`src/common/icache_consts.svh`:
```
`ifndef ICACHE_CONSTS_SVH
`define ICACHE_CONSTS_SVH

// Cache geometry
`define ICACHE_NUM_SETS      8
`define ICACHE_NUM_WAYS      4
`define ICACHE_BLOCK_WORDS   4
`define ICACHE_WORD_BITS     32

// Field widths of a fetch address
`define ICACHE_INDEX_BITS    $clog2(`ICACHE_NUM_SETS)
`define ICACHE_WAY_BITS      $clog2(`ICACHE_NUM_WAYS)
`define ICACHE_WORDSEL_BITS  $clog2(`ICACHE_BLOCK_WORDS)
`define ICACHE_BYTE_BITS     2
`define ICACHE_TAG_BITS      (32 - `ICACHE_INDEX_BITS - `ICACHE_WORDSEL_BITS - `ICACHE_BYTE_BITS)

`endif

```
`src/common/icache_pkg.sv`:
```
`include "icache_consts.svh"

package icache_pkg;

    typedef logic [`ICACHE_TAG_BITS-1:0]     tag_t;
    typedef logic [`ICACHE_INDEX_BITS-1:0]   index_t;
    typedef logic [`ICACHE_WAY_BITS-1:0]     way_t;
    typedef logic [`ICACHE_WORDSEL_BITS-1:0] word_sel_t;

    // One full cache line with word 0 in the low bits
    typedef logic [`ICACHE_BLOCK_WORDS-1:0][`ICACHE_WORD_BITS-1:0] line_t;

    // Fetch address split into its cache fields
    typedef struct packed {
        tag_t                         tag;
        index_t                       index;
        word_sel_t                    word_sel;
        logic [`ICACHE_BYTE_BITS-1:0] byte_off;
    } addr_fields_t;

endpackage

```
`src/icache/icache_victim.sv`:
```
`timescale 1ns/10ps
`include "icache_consts.svh"

module icache_victim import icache_pkg::*; (
    input  logic                        Clk,
    input  logic                        rst_n,
    input  logic [`ICACHE_NUM_WAYS-1:0] set_valid,
    output way_t                        victim_way
);

    logic [15:0] lfsr_q;
    logic        feedback;

    // Taps 16, 14, 13, 11
    assign feedback = lfsr_q[15] ^ lfsr_q[13] ^ lfsr_q[12] ^ lfsr_q[10];

    always_ff @(posedge Clk) begin
        if (!rst_n) begin
            lfsr_q <= 16'hace1;  // Any nonzero seed
        end else begin
            lfsr_q <= {lfsr_q[14:0], feedback};
        end
    end

    // Lowest invalid way wins over the LFSR
    always_comb begin
        victim_way = lfsr_q[`ICACHE_WAY_BITS-1:0];
        for (int w = `ICACHE_NUM_WAYS - 1; w >= 0; w--) begin
            if (!set_valid[w]) victim_way = way_t'(w);
        end
    end

endmodule

```
`config.mk`:
```
export PLATFORM = sky130hd
export DESIGN_NAME = icache_victim
export DESIGN_NICKNAME = d
export VERILOG_FILES = /design/src/common/icache_pkg.sv /design/src/icache/icache_victim.sv
export VERILOG_INCLUDE_DIRS = /design/src /design/src/common
export SDC_FILE = /design/constraint.sdc
export NUM_CORES = 1
export LEC_CHECK = 0
export CAP_MARGIN = 20
export CORE_AREA = 2 2 39 41
export DETAILED_ROUTE_END_ITERATION = 8
export DIE_AREA = 0 0 41 43
export DONT_BUFFER_PORTS = 1
export GPL_TIMING_DRIVEN = 0
export PLACE_DENSITY = 0.53
export SETUP_SLACK_MARGIN = 0.3
export SLEW_MARGIN = 10
export SYNTH_ARGS = -nofsm -noshare
export SYNTH_HDL_FRONTEND = slang
export SYNTH_SLANG_ARGS = --single-unit
```
`constraint.sdc`:
```
create_clock -name Clk -period 2.45 [get_ports Clk]
set_input_delay 0.1225 -clock Clk [delete_from_list [all_inputs] [get_ports Clk]]
set_output_delay 0.1225 -clock Clk [all_outputs]
set_load 0.02 [all_outputs]
```
==> impl_metrics.env, run 1 <==
export IMPL_clock_root_buffer="clkbuf_4"
export IMPL_gr_total_overflow=0
export IMPL_leakage_nw=0.225
export IMPL_crit_type="reg -> out"
export IMPL_cts_sinks=16
export IMPL_min_path_type="in -> reg"
export IMPL_largest_reg_flops=16
export IMPL_ys_types=11
export IMPL_dieArea_um2=1760
export IMPL_antenna_found_initial=0
export IMPL_drive_above_1_share=0.0889
export IMPL_drv_slew=0
export IMPL_nets=53
export IMPL_ant_nets=0
export IMPL_ys_seq_elements=16
export IMPL_swShare=0.200
export IMPL_post_cts_setup_buffer_count=0
export IMPL_yosysSeqAreaShare=0.665
export IMPL_core_um2=1380
export IMPL_gp_congestion=0.622
export IMPL_wl_um=595
export IMPL_critPathSlowestCell="a21boi_0"
export IMPL_synth_area_per_cell_um2=11.7
export IMPL_cp_data_required_time_ns=2.33
export IMPL_synth_top_area_share=0.665
export IMPL_vias=260
export IMPL_crit_chain="o21ai_0, a21boi_0"
export IMPL_clockBufferDepth=2
export IMPL_postPlaceCellArea_um2=502
export IMPL_regMostFlops="lfsr_q"
export IMPL_async_flop_share=0
export IMPL_grt_max_degree=11
export IMPL_fp_dieW_um=41
export IMPL_period_share=0.549
export IMPL_worst_slack_ns=1.10
export IMPL_cts_buffers=3
export IMPL_p_int_w=0.000352
export IMPL_arrival_ns=1.22
export IMPL_drc_errors=0
export IMPL_synthesis_area_um2=482
export IMPL_grt_pass1_vias=261
export IMPL_clk_latency_ns=0.27
export IMPL_critical_path_top_delay_family="compound AO/OA/AOI/OAI gates"
export IMPL_dpl_cell_count=57
export IMPL_io_buffers=0
export IMPL_synth_edf_count=0
export IMPL_seqPwrFrac=0.648
export IMPL_p_switching_w=0.0000878
export IMPL_yosys_warnings=0
export IMPL_pre_cts_slack_ns=1.39
export IMPL_fmax_mhz=743
export IMPL_post_cts_resized=0
export IMPL_critPathMaxStageDelay_ns=0.56
export IMPL_synth_mux_area_frac=0
export IMPL_grt_pass1_wl_mm=1.07
export IMPL_dr_pass1_iters=1
export IMPL_cap_violations=0
export IMPL_yosysMostFrequentCell="dfxtp_1"
export IMPL_die_h_um=43
export IMPL_rsz0062_at_grt="false"
export IMPL_post_route_cell_area_um2=534
export IMPL_htree_levels=1
export IMPL_hpwl_um=430
export IMPL_synthXorXnorAreaFrac=0.0545
export IMPL_crit_buf_inv=0
export IMPL_period_needed_ns=1.35
export IMPL_synth_compound_area_share=0.0468
export IMPL_synth_fp_nets=47
export IMPL_io_pins=8
export IMPL_diodes=0
export IMPL_synth_flop_cell="dfxtp_1"
export IMPL_powerDensity_nw_per_um2=823
export IMPL_synth_commonest_cells="dfxtp_1 (16), and2_1 (8), nand2b_1 (7), inv_1 (2), xor2_1 (2)"
export IMPL_clock_power_share=0.282
export IMPL_critPathMaxFanout=2
export IMPL_synthSimpleGateAreaFrac=0.203
export IMPL_vias_per_cell=4.26
export IMPL_clock_skew_ns=0.00375
export IMPL_end_kind="output pin"
export IMPL_top_regs="lfsr_q (16)"
export IMPL_synth_top_family_by_area="simple AND/OR/NAND/NOR gates"
export IMPL_total_power_w=0.000440
export IMPL_finalSetupTns_ns=0
export IMPL_ir_drop_v=0.000417
export IMPL_syn_to_final_growth_pct=10.9
export IMPL_netlist_instances=41
export IMPL_comb_power_share=0.070
export IMPL_setup_violations=0
export IMPL_nFillCells=141
export IMPL_synth_adder_area_share=0
export IMPL_yosysTopAreaCell="dfxtp_1"
export IMPL_grt_total_usage=0.0958
export IMPL_cts_tree="built"
export IMPL_path_clk_slew_ns=0.08
export IMPL_layout_cells_non_filler=61
export IMPL_detail_route_wl_per_cell_um=9.75
export IMPL_slew_headroom=0.541
export IMPL_core_rowCount=14
export IMPL_start_util=0.348
export IMPL_critPathLaunchType="flop"
export IMPL_drt_iter0_drc=0
export IMPL_yosys_top_cells_area="dfxtp_1 (66%), and2_1 (10%), nand2b_1 (9.1%)"
export IMPL_status="finished clean"
export IMPL_hold_viol=0
export IMPL_tightest_slew_ns=0.683
worst paths after layout:
kind | from | endpoint | slack (ns) | cells after the start
hold / removal | rst_n | lfsr_q[0] | 0.07 | 2
setup / recovery | lfsr_q[0] | victim_way[0] | 1.10 | 2
hold reg to reg | lfsr_q[6] | lfsr_q[7] | 0.42 | 1
setup reg to reg | lfsr_q[10] | lfsr_q[0] | 1.60 | 3
area by class of cell:
cell class,count,area (um^2),area share
Timing Repair Buffer,1,10.0,0.0187
Clock buffer,3,22.5,0.0422
Tap cell,16,20.0,0.0375
Sequential cell,16,320,0.600
Inverter,2,7.51,0.0141
Multi-Input combinational cell,22,146,0.274
Buffer,1,7.51,0.0141
worst register-to-register path: stages, from the launching register on:
cell and delay, ns:
dfxtp_1 0.34, xor2_1 0.20, xnor2_1 0.14, nand2_1 0.06
power groups by stage:
stage	logic, W	clock network, W	registers [W]
after floorplan	0.0000253	0	0.000289
after detailed placement	0.0000286	0	0.000291
final	0.0000310	0.000124	0.000285
after global placement	0.0000282	0	0.000291
after CTS	0.0000318	0.000131	0.000285
after global routing	0.0000351	0.000148	0.000287
metal layers:
metal / vias to the layer above / global-route usage / share of wire
li1: 135 / - / -
met1: 120 / 0.135 / 0.45
met2: 3 / 0.109 / 0.50
met3: 2 / 0.0366 / 0.042
met4: 0 / 0.0800 / 0.0067
met5: - / 0 / 0
cells in the final DEF, fill, tap and decap left out:
master         netlist  layout
dlygate4sd3_1        0       1
a21boi_0             1       1
xnor2_1              1       1
o311a_1              1       1
inv_1                2       2
xor2_1               2       2
o21ai_0              1       1
buf_4                1       1
nand2_1              1       1
nand2b_1             7       7
clkbuf_4             0       3
and2_1               8       8
dfxtp_1             16      16
logic make-up after synthesis:
logic type | after synthesis
simple gates | 16
compound gates | 3
flops | 16
buf+inv | 3
xor+xnor | 3
repair_timing:
item                                   in CTS  in global routing
hold buffers                                1                  0
endpoints found under the hold margin       6                  0
setup endpoints to repair                   0                  0
metrics by stage:
stage,hold slack [ns],utilization
after floorplan,0.196,-
after global placement,0.196,0.363
after detailed placement,0.200,0.363
after CTS,0.0623,0.386
after global routing,0.0634,0.386
final,0.0674,0.386
Power figures use the tool's default switching activity.
==> inputs of run 2 (changes only) <==
--- a/config.mk
+++ b/config.mk
@@ -6,13 +6,14 @@
 export SDC_FILE = /design/constraint.sdc
 export NUM_CORES = 1
 export LEC_CHECK = 0
+export ABC_AREA = 1
 export CAP_MARGIN = 20
 export CORE_AREA = 2 2 39 41
 export DETAILED_ROUTE_END_ITERATION = 8
 export DIE_AREA = 0 0 41 43
 export DONT_BUFFER_PORTS = 1
 export GPL_TIMING_DRIVEN = 0
-export PLACE_DENSITY = 0.53
+export PLACE_DENSITY = 0.6
 export SETUP_SLACK_MARGIN = 0.3
 export SLEW_MARGIN = 10
 export SYNTH_ARGS = -nofsm -noshare
==> constraint.sdc (replaced) <==
create_clock -name Clk -period 1.32 [get_ports Clk]
set_input_delay 0.066 -clock Clk [delete_from_list [all_inputs] [get_ports Clk]]
set_output_delay 0.066 -clock Clk [all_outputs]
set_load 0.02 [all_outputs]
==> run 2 against run 1 <==
Net effect:
- sequential power up 86%
- area after synthesis grew 18%
- sequential cell count did not move
- routed wire length rose by 39%
- sequential share of layout area down 11 points
- non-clock buffer count up 1
- clock skew decreased by 0.0016 ns
- clock power grew to 2.6 times the previous value
- synthesized cell count increased by 76%
==> impl_metrics.env, run 2 <==
export IMPL_status="finished clean"
export IMPL_vias=384
export IMPL_period_share=0.761
export IMPL_end_kind="output pin"
export IMPL_dieArea_um2=1760
export IMPL_synth_fp_nets=78
export IMPL_syn_to_final_growth_pct=14.5
export IMPL_clock_skew_ns=0.00219
export IMPL_powerDensity_nw_per_um2=1430
export IMPL_grt_max_degree=11
export IMPL_hpwl_um=547
export IMPL_layout_cells_non_filler=93
export IMPL_clock_root_buffer="clkbuf_4"
export IMPL_cts_sinks=16
export IMPL_cts_tree="built"
export IMPL_io_pins=8
export IMPL_min_path_type="in -> out"
export IMPL_wl_um=829
export IMPL_post_cts_setup_buffer_count=0
export IMPL_yosys_top_cells_area="dfxtp_1 (56%), nand2_1 (18%), inv_1 (11%)"
export IMPL_leakage_nw=0.381
export IMPL_regArea_um2=322
export IMPL_r2r_start="lfsr_q[13]"
export IMPL_grt_pass1_vias=358
export IMPL_drc_errors=0
export IMPL_tightest_slew_ns=0.189
export IMPL_hp_start="set_valid[1]"
export IMPL_ys_seq_elements=16
export IMPL_arrival_ns=0.94
export IMPL_crit_type="reg -> out"
export IMPL_synth_top_area_share=0.563
export IMPL_yosys_warnings=0
export IMPL_comb_power_share=0.088
export IMPL_drt_iter0_drc=3
export IMPL_ir_drop_v=0.000739
export IMPL_fmax_mhz=996
export IMPL_setup_violations=0
export IMPL_r2r_slack_ns=0.54
export IMPL_most_common_layout_cells="nand2_1 (27), inv_1 (15), dfxtp_1 (15)"
export IMPL_rsz0062_at_grt="false"
export IMPL_cts_buffers=3
export IMPL_crit_chain="nor2_1, nand2_1, nand3_1, inv_2"
export IMPL_netlist_instances=72
export IMPL_multiInputGateArea_um2=166
export IMPL_die_h_um=43
export IMPL_antenna_found_initial=0
export IMPL_worstHoldPathCells=1
export IMPL_largest_reg_flops=16
export IMPL_vias_per_cell=4.13
export IMPL_io_buffers=0
export IMPL_critPathMaxFanout=2
export IMPL_timing_rr_end="lfsr_q[0]"
export IMPL_path_clk_slew_ns=0.09
export IMPL_p_switching_w=0.000213
export IMPL_yosysTopAreaCell="dfxtp_1"
export IMPL_crit_buf_inv=1
export IMPL_yosysMostFrequentCell="nand2_1"
export IMPL_top_regs="lfsr_q (16)"
export IMPL_seqPwrFrac=0.570
export IMPL_dpl_cell_count=88
export IMPL_yosysSeqAreaShare=0.563
export IMPL_period_needed_ns=1.00
export IMPL_grt_total_usage=0.119
export IMPL_ys_types=12
export IMPL_ant_nets=0
export IMPL_diodes=0
export IMPL_synth_commonest_cells="nand2_1 (27), dfxtp_1 (16), inv_1 (16), inv_2 (3), nand2_2 (3)"
export IMPL_final_common_cell="nand2_1"
export IMPL_hold_viol=0
export IMPL_swShare=0.229
export IMPL_synth_edf_count=0
export IMPL_finalSetupTns_ns=0
export IMPL_synth_flop_cell="dfxtp_1"
export IMPL_clk_latency_ns=0.28
export IMPL_synthesis_area_um2=569
export IMPL_synth_area_per_cell_um2=7.91
export IMPL_drive_above_1_share=0.221
export IMPL_reg2reg_depth=5
export IMPL_dr_pass1_iters=4
export IMPL_critPathLaunchType="flop"
export IMPL_core_rowCount=14
export IMPL_fp_dieW_um=41
export IMPL_drv_slew=0
export IMPL_core_um2=1380
export IMPL_p_int_w=0.000717
export IMPL_slew_headroom=0.874
export IMPL_critPathSlowestCell="dfxtp_1"
export IMPL_start_util=0.411
export IMPL_nFillCells=153
export IMPL_gp_congestion=0.664
export IMPL_critical_path_top_delay_family="flip-flops"
export IMPL_gr_total_overflow=0
export IMPL_regMostFlops="lfsr_q"
export IMPL_critPathMaxStageDelay_ns=0.35
export IMPL_worst_hold_slack_ns=0.190
export IMPL_whs_endpoint="victim_way[0]"
export IMPL_async_flop_share=0
export IMPL_grt_pass1_wl_mm=1.37
export IMPL_htree_levels=1
export IMPL_clockBufferDepth=2
export IMPL_cp_data_required_time_ns=1.25
export IMPL_clock_power_share=0.342
export IMPL_nets=84
export IMPL_detail_route_wl_per_cell_um=8.91
export IMPL_cap_violations=0
-- run 2: changes by cell type after synthesis, moves of 2 or more --
cell and delta:
nand2_1 +26, inv_1 +14, and2_1 -8, nand2b_1 -7
inv_2 +3, nand2_2 +3, xor2_1 -2
-- run 2: layout make-up --
cell class,instances,share of cell area
multi-input cells,35,0.255
clock buffers,4,0.0557
flip-flops and latches,16,0.493
repair buffers,1,0.0154
well taps,16,0.0307
plain buffers,2,0.0403
inverters,19,0.109
-- run 2: kinds of logic (layout without fill, tap and decap cells) --
| family | count (synthesis) | count (layout) | synth area share |
|---|---|---|---|
| and+or+nand+nor | 33 | 33 | 0.244 |
| buffers and inverters | 21 | 26 | 0.171 |
| DFF | 16 | 16 | 0.563 |
| AOI/OAI and AO/OA | 2 | 2 | 0.0220 |
-- run 2: worst max-delay path by stage --
stage,cells after the start,slack (ns),end,from
2_1_floorplan,2,0.54,victim_way[0],lfsr_q[0]
3_3_place_gp,2,0.49,victim_way[0],lfsr_q[0]
3_5_place_dp,2,0.50,victim_way[0],lfsr_q[0]
4_1_cts,2,0.30,victim_way[0],lfsr_q[0]
5_1_grt,4,0.27,victim_way[1],lfsr_q[1]
6_report,4,0.32,victim_way[1],lfsr_q[1]
-- run 2: what timing repair did --
| action | 4_1_cts | 5_1_grt |
|---|---|---|
| endpoints found under the hold margin | 3 | 0 |
| pin swaps | 2 | 1 |
| resized for setup | 4 | 2 |
| endpoints found under the setup margin | 1 | 2 |
| hold buffers | 1 | 0 |
-- run 2: power by group through the flow --
stage               combinational [W]  sequential, W  clock, W
CTS                         0.0000800       0.000530  0.000327
finish                      0.0000818       0.000530  0.000318
floorplan                   0.0000650       0.000536         0
detailed placement          0.0000747       0.000540         0
global placement            0.0000729       0.000539         0
global route                0.0000948       0.000535  0.000344
-- run 2: through the flow --
stage | power, W | cell area [um^2] | setup slack, ns | utilization
floorplan | 0.000601 | 569 | 0.535 | -
global placement | 0.000612 | 589 | 0.493 | 0.426
detailed placement | 0.000615 | 589 | 0.496 | 0.426
CTS | 0.000938 | 644 | 0.303 | 0.466
global route | 0.000973 | 652 | 0.265 | 0.471
finish | 0.000930 | 652 | 0.316 | 0.471
-- run 2: metal layers --
layer / track usage / wire (um) / vias up
li1: - / - / 210
met4: 0.0600 / 0 / 0
met2: 0.175 / 426 / 4
met3: 0.0471 / 22 / 0
met1: 0.142 / 380 / 170
met5: 0 / 0 / -
==> inputs of run 3 (changes only) <==
==> constraint.sdc (replaced) <==
create_clock -name Clk -period 1 [get_ports Clk]
set_input_delay 0.05 -clock Clk [delete_from_list [all_inputs] [get_ports Clk]]
set_output_delay 0.05 -clock Clk [all_outputs]
set_load 0.02 [all_outputs]
==> run 3 against run 2 <==
Net effect:
- clock skew down 0.0011 ns
- critical endpoint is now victim_way[0]
- combinational power up 48%
- power up 23%
==> impl_metrics.env, run 3 (synthesis gave the netlist of run 2 again) <==
export IMPL_die_h_um=43
export IMPL_syn_to_final_growth_pct=19.8
export IMPL_core_rowCount=14
export IMPL_leakage_nw=0.392
export IMPL_diodes=0
export IMPL_rsz0062_at_grt="true"
export IMPL_cts_tree="built"
export IMPL_ant_nets=0
export IMPL_arrival_ns=0.91
export IMPL_comb_power_share=0.106
export IMPL_clock_skew_ns=0.00111
export IMPL_cts_sinks=16
export IMPL_period_share=0.956
export IMPL_hpwl_um=519
export IMPL_min_path_type="in -> reg"
export IMPL_critPathLaunchType="flop"
export IMPL_hold_viol=0
export IMPL_vias=391
export IMPL_path_clk_slew_ns=0.08
export IMPL_core_um2=1380
export IMPL_nFillCells=136
export IMPL_timing_rr_end="lfsr_q[0]"
export IMPL_cp_data_required_time_ns=0.95
export IMPL_drc_errors=0
export IMPL_io_pins=8
export IMPL_grt_total_usage=0.124
export IMPL_drv_slew=0
export IMPL_clk_latency_ns=0.27
export IMPL_setup_violations=0
export IMPL_slew_headroom=0.865
export IMPL_reg2reg_depth=5
export IMPL_cts_buffers=3
export IMPL_regMostFlops="lfsr_q"
export IMPL_grt_pass1_vias=351
export IMPL_dieArea_um2=1760
export IMPL_top_regs="lfsr_q (16)"
export IMPL_worstSetupStartpoint="lfsr_q[0]"
export IMPL_cap_violations=0
export IMPL_start_util=0.411
export IMPL_detail_route_wl_per_cell_um=8.95
export IMPL_drt_iter0_drc=6
export IMPL_clockBufferDepth=2
export IMPL_finish_utilization=0.493
export IMPL_antenna_found_initial=0
export IMPL_largest_reg_flops=16
export IMPL_post_route_cell_area_um2=682
export IMPL_grt_pass1_wl_mm=1.37
export IMPL_clock_power_share=0.276
export IMPL_tightest_slew_ns=0.203
export IMPL_worst_hold_slack_ns=0.0574
export IMPL_seqPwrFrac=0.618
export IMPL_fmax_mhz=1050
export IMPL_most_common_layout_cells="nand2_1 (27), inv_1 (13), dfxtp_1 (10)"
export IMPL_r2r_start="lfsr_q[10]"
export IMPL_vias_per_cell=4.16
export IMPL_powerDensity_nw_per_um2=1670
export IMPL_ir_drop_v=0.000932
export IMPL_swShare=0.231
export IMPL_period_needed_ns=0.956
export IMPL_wl_um=841
export IMPL_postPlaceCellArea_um2=597
export IMPL_critPathMaxFanout=2
export IMPL_fp_dieW_um=41
export IMPL_p_switching_w=0.000264
export IMPL_htree_levels=1
export IMPL_nets=86
export IMPL_p_int_w=0.000878
export IMPL_gp_congestion=0.629
export IMPL_end_kind="output pin"
export IMPL_dr_pass1_iters=4
export IMPL_drive_above_1_share=0.333
export IMPL_final_common_cell="nand2_1"
export IMPL_clock_root_buffer="clkbuf_4"
export IMPL_crit_type="reg -> out"
export IMPL_grt_max_degree=11
export IMPL_endpoint="victim_way[0]"
export IMPL_status="finished clean"
export IMPL_gr_total_overflow=0
export IMPL_total_power_w=0.00114
export IMPL_io_buffers=0
export IMPL_r2r_slack_ns=0.27
## run 3: changes by cell type in the layout (fill, tap and decap cells not counted), sizes merged
| cell | change |
|---|---|
| buf | +1 |
| clkbuf | -1 |
| dlymetal6s4s | +1 |
## run 3: worst min-delay path by stage
stage / start / end / slack (ns) / cells after the start
global route: rst_n / lfsr_q[10] / 0.06 / 3
global placement: set_valid[1] / victim_way[0] / 0.18 / 1
CTS: rst_n / lfsr_q[13] / 0.06 / 3
finish: rst_n / lfsr_q[13] / 0.06 / 3
floorplan: set_valid[1] / victim_way[0] / 0.18 / 1
detailed placement: set_valid[1] / victim_way[0] / 0.18 / 1
## run 3: layer usage
| metal | global-route usage | up-vias | wire, um |
|---|---|---|---|
| met2 | 0.169 | 10 | 432 |
| met3 | 0.0628 | 0 | 36 |
| li1 | - | 212 | - |
| met1 | 0.146 | 169 | 372 |
| met4 | 0.0800 | 0 | 0 |
| met5 | 0 | - | 0 |
## run 3: power by group through the flow
stage	clock network, W	registers, W	logic [W]
2_1_floorplan	0	0.000709	0.0000874
3_3_place_gp	0	0.000714	0.0000981
3_5_place_dp	0	0.000713	0.0000998
4_1_cts	0.000328	0.000703	0.000113
5_1_grt	0.000352	0.000710	0.000139
6_report	0.000315	0.000706	0.000121
## run 3: what timing repair did
| item | 4_1_cts | 5_1_grt |
|---|---|---|
| hold endpoints to repair | 5 | 0 |
| resized for setup | 7 | 7 |
| pin swaps | 6 | 2 |
| endpoints found under the setup margin | 3 | 8 |
| hold buffers | 2 | 0 |
| setup buffers | 1 | 0 |
## run 3: cell type report
class / instances / area (um^2) / share of cell area
inverter: 19 / 71.3 / 0.105
clock buffer: 3 / 22.5 / 0.0330
sequential: 16 / 330 / 0.484
buffer: 2 / 26.3 / 0.0385
tap: 16 / 20.0 / 0.0294
multi-input combinational: 35 / 181 / 0.266
timing repair buffer: 3 / 30.0 / 0.0440
## run 3: critical path: stages, from the launching register on
cell and delay (ns):
dfxtp_4 0.37, o21ai_4 0.06, a21boi_4 0.20
## run 3: stage by stage
step | TNS [ns] | instances | worst slack, ns
2_1_floorplan | 0 | 72 | 0.301
3_3_place_gp | 0 | 88 | 0.253
3_5_place_dp | 0 | 88 | 0.263
4_1_cts | 0 | 94 | 0.0118
5_1_grt | -0.00252 | 94 | -0.00252
6_report | 0 | 94 | 0.0439
